==> config.mk <==
export PLATFORM = sky130hd
export DESIGN_NAME = evr_link_rx
export DESIGN_NICKNAME = d
export VERILOG_FILES = /design/src/source/link_ctrl_pkg.sv /design/src/source/sym_pkg.sv /design/src/source/sym_if.sv /design/src/source/align_counters.sv /design/src/source/evr_link_rx.sv /design/src/source/link_reset_fsm.sv /design/src/source/rx_symbol_path.sv
export SDC_FILE = /design/constraint.sdc
export NUM_CORES = 1
export LEC_CHECK = 0
export ABC_AREA = 1
export ABC_CLOCK_PERIOD_IN_PS = 1900
export BUFFER_PORTS_ARGS = -buffer_cell sky130_fd_sc_hd__buf_4
export CELL_PAD_IN_SITES_DETAIL_PLACEMENT = 0
export CELL_PAD_IN_SITES_GLOBAL_PLACEMENT = 1
export CORE_AREA = 2 2 88 124
export DETAILED_ROUTE_END_ITERATION = 8
export DIE_AREA = 0 0 90 126
export GPL_ROUTABILITY_DRIVEN = 0
export PLACE_DENSITY_LB_ADDON = 0.15
export SETUP_SLACK_MARGIN = 0.15
export SLEW_MARGIN = 20
export SYNTH_ARGS = -nofsm -noshare
export SYNTH_HDL_FRONTEND = slang
export SYNTH_HIERARCHICAL = 1
export SYNTH_SLANG_ARGS = --single-unit
==> constraint.sdc <==
create_clock -name clk -period 1.9 [get_ports clk]
set_input_delay 0 -clock clk [delete_from_list [all_inputs] [get_ports clk]]
set_output_delay 0 -clock clk [all_outputs]
set_load 0.02 [all_outputs]
==> src/source/link_ctrl_pkg.sv <==
// link controller state enum, default alignment limits, reset counter width

package link_ctrl_pkg;

    // --------------------
    // controller states
    // --------------------
    // two-bit code with 2'd3 left unused
    typedef enum logic [1:0] {
        READY = 2'd0,   // aligned and passing data out
        RESET = 2'd1,   // transceiver reset issued until reset done
        CHECK = 2'd2    // counting commas under a timeout
    } link_state_t;

    // --------------------
    // alignment limits
    // --------------------
    // commas seen in CHECK before the link counts as aligned
    localparam int COMMAS_NEEDED_DEFAULT = 60;

    // cycles allowed in CHECK (about 1 ms at 125 MHz)
    localparam int CHECK_TIMEOUT_DEFAULT = 125000;

    // --------------------
    // status
    // --------------------
    localparam int RESET_CNT_W = 32;    // width of the wrapping reset pulse counter

endpackage

==> src/source/sym_pkg.sv <==
// decoded 8b/10b symbol widths, byte count and K28.5 comma code

package sym_pkg;

    // --------------------
    // symbol word layout
    // --------------------
    localparam int BYTE_W    = 8;               // one decoded byte
    localparam int SYM_BYTES = 2;               // bytes per rx word
    localparam int SYM_W     = SYM_BYTES * BYTE_W;  // rx data width

    // byte 0 is the low byte, byte 1 the high byte
    // K-flag, disparity and not-in-table flags are one bit per byte

    // --------------------
    // control characters
    // --------------------
    // K28.5 comma, only counted in the low byte
    // high byte may carry other K codes of the data protocol
    localparam logic [BYTE_W-1:0] COMMA_K28_5 = 8'hBC;

endpackage

==> src/source/sym_if.sv <==
// interface for one cycle of decoded rx symbols, source and sink modports

`timescale 1ns/1ps

interface sym_if;

    logic [sym_pkg::SYM_W-1:0]     data;        // decoded bytes, low byte first
    logic [sym_pkg::SYM_BYTES-1:0] charisk;     // K-character per byte
    logic [sym_pkg::SYM_BYTES-1:0] disperr;     // running disparity error per byte
    logic [sym_pkg::SYM_BYTES-1:0] notintable;  // code not in 8b/10b table

    // decoder side, new word every cycle
    modport source (
        output data,
        output charisk,
        output disperr,
        output notintable
    );

    // consumer side
    modport sink (
        input data,
        input charisk,
        input disperr,
        input notintable
    );

endinterface

==> src/source/align_counters.sv <==
// alignment counters: saturating comma count and CHECK timeout count

`timescale 1ns/1ps

module align_counters #(
    parameter int COMMAS_NEEDED = 60,
    parameter int CHECK_TIMEOUT = 125000
) (
    input  logic clk,
    input  logic rst,
    input  logic counting,      // controller in CHECK
    input  logic comma_seen,
    output logic commas_done,   // enough commas seen
    output logic timed_out      // CHECK lasted too long
);

    // widths sized to hold the limit itself
    localparam int COMMA_W   = $clog2(COMMAS_NEEDED + 1);
    localparam int TIMEOUT_W = $clog2(CHECK_TIMEOUT + 1);

    localparam logic [COMMA_W-1:0]   COMMA_LIM   = COMMA_W'(COMMAS_NEEDED);
    localparam logic [TIMEOUT_W-1:0] TIMEOUT_LIM = TIMEOUT_W'(CHECK_TIMEOUT);

    logic [COMMA_W-1:0]   comma_cnt;
    logic [TIMEOUT_W-1:0] timeout_cnt;

    // --------------------
    // counters
    // --------------------
    always_ff @(posedge clk) begin
        if (rst || !counting) begin
            comma_cnt   <= '0;      // fresh count on every CHECK entry
            timeout_cnt <= '0;
        end else begin
            // commas, holds at the limit
            if (comma_seen && (comma_cnt != COMMA_LIM)) begin
                comma_cnt <= comma_cnt + 1'b1;
            end
            // free running while in CHECK, holds at the limit
            if (timeout_cnt != TIMEOUT_LIM) begin
                timeout_cnt <= timeout_cnt + 1'b1;
            end
        end
    end

    // completion flags
    assign commas_done = (comma_cnt == COMMA_LIM);
    assign timed_out   = (timeout_cnt == TIMEOUT_LIM);

endmodule

==> src/source/evr_link_rx.sv <==
// top level of the rx link supervisor: ports, symbol bundle, three submodules

`timescale 1ns/1ps

module evr_link_rx #(
    parameter int COMMAS_NEEDED = link_ctrl_pkg::COMMAS_NEEDED_DEFAULT,
    parameter int CHECK_TIMEOUT = link_ctrl_pkg::CHECK_TIMEOUT_DEFAULT
) (
    input  logic                                  clk,
    input  logic                                  rst,
    // decoded symbols from the transceiver
    input  logic [sym_pkg::SYM_W-1:0]             rxdata,
    input  logic [sym_pkg::SYM_BYTES-1:0]         rxcharisk,
    input  logic [sym_pkg::SYM_BYTES-1:0]         rxdisperr,
    input  logic [sym_pkg::SYM_BYTES-1:0]         rxnotintable,
    input  logic                                  reset_done,
    input  logic                                  soft_reset,
    // gated data and link status
    output logic [sym_pkg::SYM_W-1:0]             rxdata_out,
    output logic [sym_pkg::SYM_BYTES-1:0]         rxcharisk_out,
    output logic                                  ready,
    output logic                                  gt_reset,
    output logic [link_ctrl_pkg::RESET_CNT_W-1:0] reset_cnt
);

    logic comma_seen;
    logic error_seen;
    logic counting;
    logic commas_done;
    logic timed_out;

    // --------------------
    // symbol bundle
    // --------------------
    sym_if sym_bus ();  // source side driven here

    assign sym_bus.data       = rxdata;
    assign sym_bus.charisk    = rxcharisk;
    assign sym_bus.disperr    = rxdisperr;
    assign sym_bus.notintable = rxnotintable;

    // --------------------
    // submodules
    // --------------------
    rx_symbol_path rx_symbol_path_i (
        .clk           (clk),
        .rst           (rst),
        .sym           (sym_bus.sink),
        .ready         (ready),
        .comma_seen    (comma_seen),
        .error_seen    (error_seen),
        .rxdata_out    (rxdata_out),
        .rxcharisk_out (rxcharisk_out)
    );

    align_counters #(
        .COMMAS_NEEDED (COMMAS_NEEDED),
        .CHECK_TIMEOUT (CHECK_TIMEOUT)
    ) align_counters_i (
        .clk         (clk),
        .rst         (rst),
        .counting    (counting),
        .comma_seen  (comma_seen),
        .commas_done (commas_done),
        .timed_out   (timed_out)
    );

    link_reset_fsm link_reset_fsm_i (
        .clk         (clk),
        .rst         (rst),
        .error_seen  (error_seen),
        .reset_done  (reset_done),
        .commas_done (commas_done),
        .timed_out   (timed_out),
        .soft_reset  (soft_reset),
        .counting    (counting),
        .ready       (ready),
        .gt_reset    (gt_reset),
        .reset_cnt   (reset_cnt)
    );

endmodule

==> src/source/link_reset_fsm.sv <==
// link controller FSM, transceiver reset pulse, ready level and reset counter

`timescale 1ns/1ps

module link_reset_fsm (
    input  logic                                  clk,
    input  logic                                  rst,
    input  logic                                  error_seen,
    input  logic                                  reset_done,   // transceiver start-up done
    input  logic                                  commas_done,
    input  logic                                  timed_out,
    input  logic                                  soft_reset,   // external, not counted
    output logic                                  counting,     // high in CHECK only
    output logic                                  ready,
    output logic                                  gt_reset,
    output logic [link_ctrl_pkg::RESET_CNT_W-1:0] reset_cnt
);

    link_ctrl_pkg::link_state_t state;
    link_ctrl_pkg::link_state_t next_state;

    logic reset_lvl;    // registered state == RESET
    logic reset_dly;    // reset_lvl one cycle later
    logic reset_pulse;  // one cycle strobe on rising reset_lvl

    // --------------------
    // state register
    // --------------------
    always_ff @(posedge clk) begin
        if (rst) begin
            state <= link_ctrl_pkg::CHECK;  // start by looking for commas
        end else begin
            state <= next_state;
        end
    end

    always_comb begin
        next_state = state;
        case (state)
            link_ctrl_pkg::READY: begin
                if (error_seen) next_state = link_ctrl_pkg::RESET;  // lost the link
            end
            link_ctrl_pkg::RESET: begin
                if (reset_done) next_state = link_ctrl_pkg::CHECK;
            end
            link_ctrl_pkg::CHECK: begin
                // alignment wins over a timeout in the same cycle
                if (commas_done && reset_done) begin
                    next_state = link_ctrl_pkg::READY;
                end else if (timed_out) begin
                    next_state = link_ctrl_pkg::RESET;
                end
            end
            default: next_state = link_ctrl_pkg::RESET;  // unused code
        endcase
    end

    assign counting = (state == link_ctrl_pkg::CHECK);

    // --------------------
    // outputs
    // --------------------
    always_ff @(posedge clk) begin
        if (rst) begin
            ready       <= 1'b0;
            reset_lvl   <= 1'b0;
            reset_dly   <= 1'b0;
            reset_pulse <= 1'b0;
            reset_cnt   <= '0;
        end else begin
            ready       <= (state == link_ctrl_pkg::READY);
            reset_lvl   <= (state == link_ctrl_pkg::RESET);
            reset_dly   <= reset_lvl;
            reset_pulse <= reset_lvl & ~reset_dly;  // rising edge, 2 cycles after entry
            if (reset_pulse) begin
                reset_cnt <= reset_cnt + 1'b1;      // wraps
            end
        end
    end

    // soft reset goes straight through
    assign gt_reset = reset_pulse | soft_reset;

endmodule

==> src/source/rx_symbol_path.sv <==
// rx symbol path: comma and code error detection, data gating by alignment

`timescale 1ns/1ps

module rx_symbol_path (
    input  logic                          clk,
    input  logic                          rst,
    sym_if.sink                           sym,
    input  logic                          ready,          // link aligned
    output logic                          comma_seen,     // low byte K28.5, registered
    output logic                          error_seen,     // any code error, registered
    output logic [sym_pkg::SYM_W-1:0]     rxdata_out,
    output logic [sym_pkg::SYM_BYTES-1:0] rxcharisk_out
);

    logic comma_now;    // this cycle's word
    logic error_now;

    // --------------------
    // detection
    // --------------------
    // only the low byte counts, high byte commas belong to the data protocol
    assign comma_now = sym.charisk[0] &&
                       (sym.data[sym_pkg::BYTE_W-1:0] == sym_pkg::COMMA_K28_5);

    // disparity or table error in either byte
    assign error_now = (|sym.disperr) || (|sym.notintable);

    always_ff @(posedge clk) begin
        if (rst) begin
            comma_seen <= 1'b0;
            error_seen <= 1'b0;
        end else begin
            comma_seen <= comma_now;
            error_seen <= error_now;
        end
    end

    // --------------------
    // output data
    // --------------------
    always_ff @(posedge clk) begin
        if (rst) begin
            rxdata_out    <= '0;
            rxcharisk_out <= '0;
        end else begin
            rxdata_out    <= ready ? sym.data : '0;  // event codes only when aligned
            rxcharisk_out <= sym.charisk;           // same delay, never gated
        end
    end

endmodule

**Word level (Yosys, flattened, before mapping)**

Index checks and enable logic that the tools add are counted.

- Multiplexer cells: 5
- Reductions and logical operators: 11
- Bitwise logic cells: 4
- $add $sub $neg: 3
- Equality and inequality tests: 10

Operator list:

| cell | count |
|---|---|
| $add A32 B1 Y32 const B | 1 |
| $add A17 B1 Y17 const B | 1 |
| $eq A17 B17 Y1 const B | 1 |
| $ne A17 B17 Y1 const B | 1 |
| $eq A8 B8 Y1 const B | 1 |
| $mux W2 | 4 |
| $add A6 B1 Y6 const B | 1 |
| $eq A6 B6 Y1 const B | 1 |
| $ne A6 B6 Y1 const B | 1 |
| $pmux W2 S3 | 1 |
| $reduce_or A2 Y1 | 3 |
| $ne A2 B2 Y1 const B | 2 |
| $logic_and A1 B1 Y1 | 3 |
| $ne A3 B2 Y1 const B | 1 |
| $reduce_and A3 Y1 | 1 |
| $eq A2 B1 Y1 const B | 1 |
| $eq A2 B2 Y1 const B | 1 |
| $logic_not A2 Y1 | 1 |
| $logic_or A1 B1 Y1 | 2 |
| $not A1 Y1 | 2 |
| $and A1 B1 Y1 | 1 |
| $logic_not A1 Y1 | 1 |
| $or A1 B1 Y1 | 1 |

- Register bits: 81

**Logic depth before layout (Yosys ltp)**

- Depth after elaboration: 4
- Depth in mapped cells: 9
- Depth with buffers taken out: 9

**Hierarchy**

The synthesis kept the hierarchy.

Modules (own cells, without submodules):

| module | area each (µm²) | cells each | times used |
|---|---|---|---|
| link_reset_fsm | 1,955.6 | 295 | 1 |
| align_counters | 1,332.5 | 210 | 1 |
| rx_symbol_path | 600.6 | 68 | 1 |

**Least setup slack after synthesis**

No wires, ideal clock.

- Path type: reg-to-reg
- From: reg link_reset_fsm_i/reset_cnt[0] (netlist name)
- To: reg link_reset_fsm_i/reset_cnt[10] (netlist name)
- Data required time: 1.781 ns
- Setup time: 0.119 ns
- Cell stages (with the launch flop): 9
- Setup slack: 0.381 ns
- Arrival time: 1.399 ns
- Cell sequence: dfxtp_1 > ha_1 > nand2_1 > nor2_4 > nand2_1 > inv_2 > nand2_1 > o21ai_0 > a21oi_1

- Longest elaborated chain between the ends: 1

Ends and longest elaborated chain:

| element | line | RTL |
|---|---|---|
| start: declaration | link_reset_fsm.sv:16 | `output logic [link_ctrl_pkg::RESET_CNT_W-1:0] reset_cnt` |
| start signal: assignment | link_reset_fsm.sv:76 | `reset_cnt <= reset_cnt + 1'b1;` |
| $add A32 B1 Y32 | link_reset_fsm.sv:76 |  |

Every way passes these cells.
A chain may end at the register's enable or synchronous reset.

**Final worst setup path**

- From: in rxdisperr[0] (netlist name)
- To: reg rx_symbol_path_i.error_seen

- Longest elaborated chain between the ends: 2

Ends and longest elaborated chain:

| element | line | RTL |
|---|---|---|
| start: declaration | evr_link_rx.sv:14 | `input logic [sym_pkg::SYM_BYTES-1:0] rxdisperr,` |
| $reduce_or A2 Y1 | rx_symbol_path.sv:27 | `assign error_now = (\|sym.disperr) \|\| (\|sym.notintable);` |
| $logic_or A1 B1 Y1 | rx_symbol_path.sv:27 |  |
| end signal: assignment | rx_symbol_path.sv:35 | `error_seen <= error_now;` |
| end: declaration | rx_symbol_path.sv:11 | `output logic error_seen,` |

Every way passes these cells.

==> key figures <==
Outcome
  – Outcome: complete, no violations

Synthesis
  – Ys Warns: 6
  – Synth cell types: 32
  – Seq/Total Area, Yosys: between 40% and 50%
  – Syn Inst Count: 573
  – Post-synth top area cell: dfxtp_1
  – Mapped Area: 3889 um^2
  – Syn Nets: between 600 and 700
  – Syn Area/Cell: 6.787 um^2
  – Largest cells by area after synthesis: dfxtp_1, nor2_1, nand2_1
  – FF+latch count, synth: 81
  – Share of Yosys cell area claimed by the top area cell type: 41.70%

Pwr
  – P_int: 2.756 mW
  – Pwr Density: approximately 720 nW/um^2
  – Comb pwr share: under 10%
  – Peak supply drop: 485.0 uV
  – Leakage Power: 2.343 nW
  – NetSw: between 0.9 and 1 mW
  – Sw Ratio: 25.35%
  – Clock power share: 46.0%
  – Share of power burned in registers: 47.1%

Cells and area
  – Most frequent cells in the layout: nor2_1, nand2_1, buf_4, dfxtp_1, inv_1
  – Most common cell after layout, fill and taps aside: nor2_1
  – Final Net Count: ~720
  – FF/Latch Area: 1623 um^2
  – Share of cells above drive strength 1: approximately a fifth
  – Multi-input logic area: 1919 um^2
  – Design Area, Final: 5159 um^2
  – Non-filler cells, final: 827
  – Area grow syn2layout: 32.66%
  – Fillers: 1,054
  – Layout Utilization: between 50% and 60%
  – Antenna diode instance count: 0

STA
  – Fmax: between 500 and 600 MHz
  – Max-slew violations: 0
  – Worst Skew: 0.005307 ns
  – Slew headroom: between 70% and 80%
  – Setup violations, final: 0
  – RSZ-0062 raised after global routing: false
  – Hold Fails Final Rpt: 0
  – Slew @ Worst Pin: between 0.4 and 0.5 ns
  – Final hold slack: 0.2809 ns
  – Setup TNS: 0 ns
  – Fin crit share: 88.42%
  – Fin crit period: 1.680 ns

Setup path
  – Reg-to-Reg End: link_reset_fsm_i/reset_cnt[10]$_SDFFE_PP0P_
  – Crit path capture type: flip-flop
  – Reg2reg setup slack: 0.37 ns
  – RR Startpoint: link_reset_fsm_i/reset_cnt[1]$_SDFFE_PP0P_
  – Crit path DAT: around 1.9 ns
  – Crit path kind: in2reg
  – Crit start category: input port
  – R2R cell count: 8
  – Crit Path Max Fanout: 1
  – Data required, critical path: 2.13 ns

Placed design
  – Dpl cell area: 4623 um^2
  – Placed Cells: 787
  – Hpwl dp: 7547 um
  – PortBufs: 77

GRT
  – Antenna violations before repair: 0
  – Global Route Usage Sum: 18.11%
  – First-pass GRT wire length: between 15,000 and 20,000 um
  – GRT overflow: 0
  – Number of global-route vias before repair: 3,554
  – Largest net degree at the start of global routing: 25

Route
  – Drt drc: 0
  – DR iter-0 viols: 113
  – DRT Pass-1 Iters: 4
  – DR WL/cell: 12.12 um
  – Routed wire length: 10,030 um
  – Remaining antenna violation count after routing: 0
  – Via density per instance: around 4.6
  – Vias: 3,790

Clocking
  – Htree depth: 3
  – Reg clk slew, reported paths: 0.07 ns
  – TritonCTS buffer count: 9
  – Deepest clock path buffer count: 2
  – Root Driver: clkbuf_16
  – Post-CTS setup buffer count: 0
  – CTS Sinks: slightly above 80
  – TritonCTS clock tree: done
  – Clk Latency, worst-skew pair: 0.35 ns

Worst hold path
  – Hold Path Depth: 3
  – Worst Hold Launch: soft_reset
  – Hold Path Class: in2out
  – Min-Delay Endpoint: gt_reset

Die
  – Die area: 11,340 um^2
  – I/O pin total: 78
  – Core area: 10,240 um^2
  – Chip Width: 90 um
  – Row cnt: 44
  – Initial Utilization: 37.98%
  – Die Y: 126 um

Run
  – Max-cap violations: 0
## layer usage
| metal | wire length (um) | GRT usage, % | vias to the layer above |
|---|---|---|---|
| met5 | 0 | 0 | - |
| met4 | 302 | 9.140 | 0 |
| met3 | 266 | 3.289 | 22 |
| met2 | 5420 | 34.23 | 52 |
| met1 | 4036 | 19.00 | 1709 |
| li1 | - | - | 2007 |
## Yosys cell counts
cell      count
nor2_1      138
nand2_1     126
dfxtp_1      81
inv_1        77
nand3_1      33
a21oi_1      26
o21ai_0      16
nand4_1      11
nand3_2       6
and2_1        5
ha_1          5
inv_2         5
nand2_2       5
nor3_1        5
nor2_2        4
xor2_1        4
nand2_4       3
xnor2_1       3
clkbuf_1      2
clkbuf_8      2
nand3b_1      2
nor2_4        2
nor2_8        2
o21ai_1       2
buf_6         1
nor3_4        1
nor4_1        1
o211ai_1      1
o21a_1        1
o21ai_2       1
o21bai_1      1
or2_2         1
## kinds of logic after synthesis
kind of cell | synth area share (%)
simple gates | 39.54
buf+inv | 9.106
flops | 41.70
compound gates | 6.467
xor+xnor | 1.577
fa+ha+maj | 1.609
## metrics by stage
| step | worst slack, ns | total power, mW |
|---|---|---|
| after detailed placement | 0.3070 | 1.994 |
| final | 0.2200 | 3.692 |
| after global placement | 0.3388 | 1.989 |
| after CTS | 0.2218 | 3.743 |
| after floorplan | 0.3815 | 1.900 |
| after global routing | 0.1806 | 3.847 |
## sequential cells by signal, indices dropped and copies added (netlist names)
signal	cells
align_counters_i/comma_cnt	6
align_counters_i/timeout_cnt	17
link_reset_fsm_i/ready	1
link_reset_fsm_i/reset_cnt	32
link_reset_fsm_i/reset_dly	1
link_reset_fsm_i/reset_lvl	1
link_reset_fsm_i/reset_pulse	1
link_reset_fsm_i/state	2
rx_symbol_path_i/comma_seen	1
rx_symbol_path_i/error_seen	1
rx_symbol_path_i/rxcharisk_out	2
rx_symbol_path_i/rxdata_out	16
## power by group through the flow
stage          logic (mW)  clock network, mW  registers, mW
2_1_floorplan       0.115                  0           1.78
3_3_place_gp        0.211                  0           1.78
3_5_place_dp        0.215                  0           1.78
4_1_cts             0.257               1.75           1.74
5_1_grt             0.285               1.82           1.74
6_report            0.255               1.70           1.74
## worst max path at each step
stage	startpoint	endpoint	slack, ns	cells past startpoint
after floorplan	link_reset_fsm_i/reset_cnt[0]$_SDFFE_PP0P_	link_reset_fsm_i/reset_cnt[10]$_SDFFE_PP0P_	0.38	8
after global placement	link_reset_fsm_i/reset_cnt[0]$_SDFFE_PP0P_	link_reset_fsm_i/reset_cnt[22]$_SDFFE_PP0P_	0.34	7
after detailed placement	link_reset_fsm_i/reset_cnt[0]$_SDFFE_PP0P_	link_reset_fsm_i/reset_cnt[30]$_SDFFE_PP0P_	0.31	8
after CTS	rxdisperr[0]	rx_symbol_path_i/error_seen$_SDFF_PP0_	0.22	6
after global routing	rxdisperr[0]	rx_symbol_path_i/error_seen$_SDFF_PP0_	0.18	6
final	rxdisperr[0]	rx_symbol_path_i/error_seen$_SDFF_PP0_	0.22	6
## final cells by class
cell class	instances	share of cell area, %
Clock buffer	9	4.366
Clock inverter	7	1.213
Inverter	82	5.967
Multi-Input combinational cell	405	37.21
Sequential cell	81	31.46
Tap cell	138	3.347
Timing Repair Buffer	105	16.44
## timing repair
item	CTS	global route
hold endpoints to repair	29	0
resized for setup	0	2
hold buffers	24	0
endpoints found under the setup margin	0	2
## critical path: stages
cell           delay (ns)
dlygate4sd3_1        0.53
buf_4                0.13
nor2_1               0.08
dlygate4sd3_1        0.56
a21oi_1              0.06
dlygate4sd3_1        0.55
(Power assumes the default switching activity.)
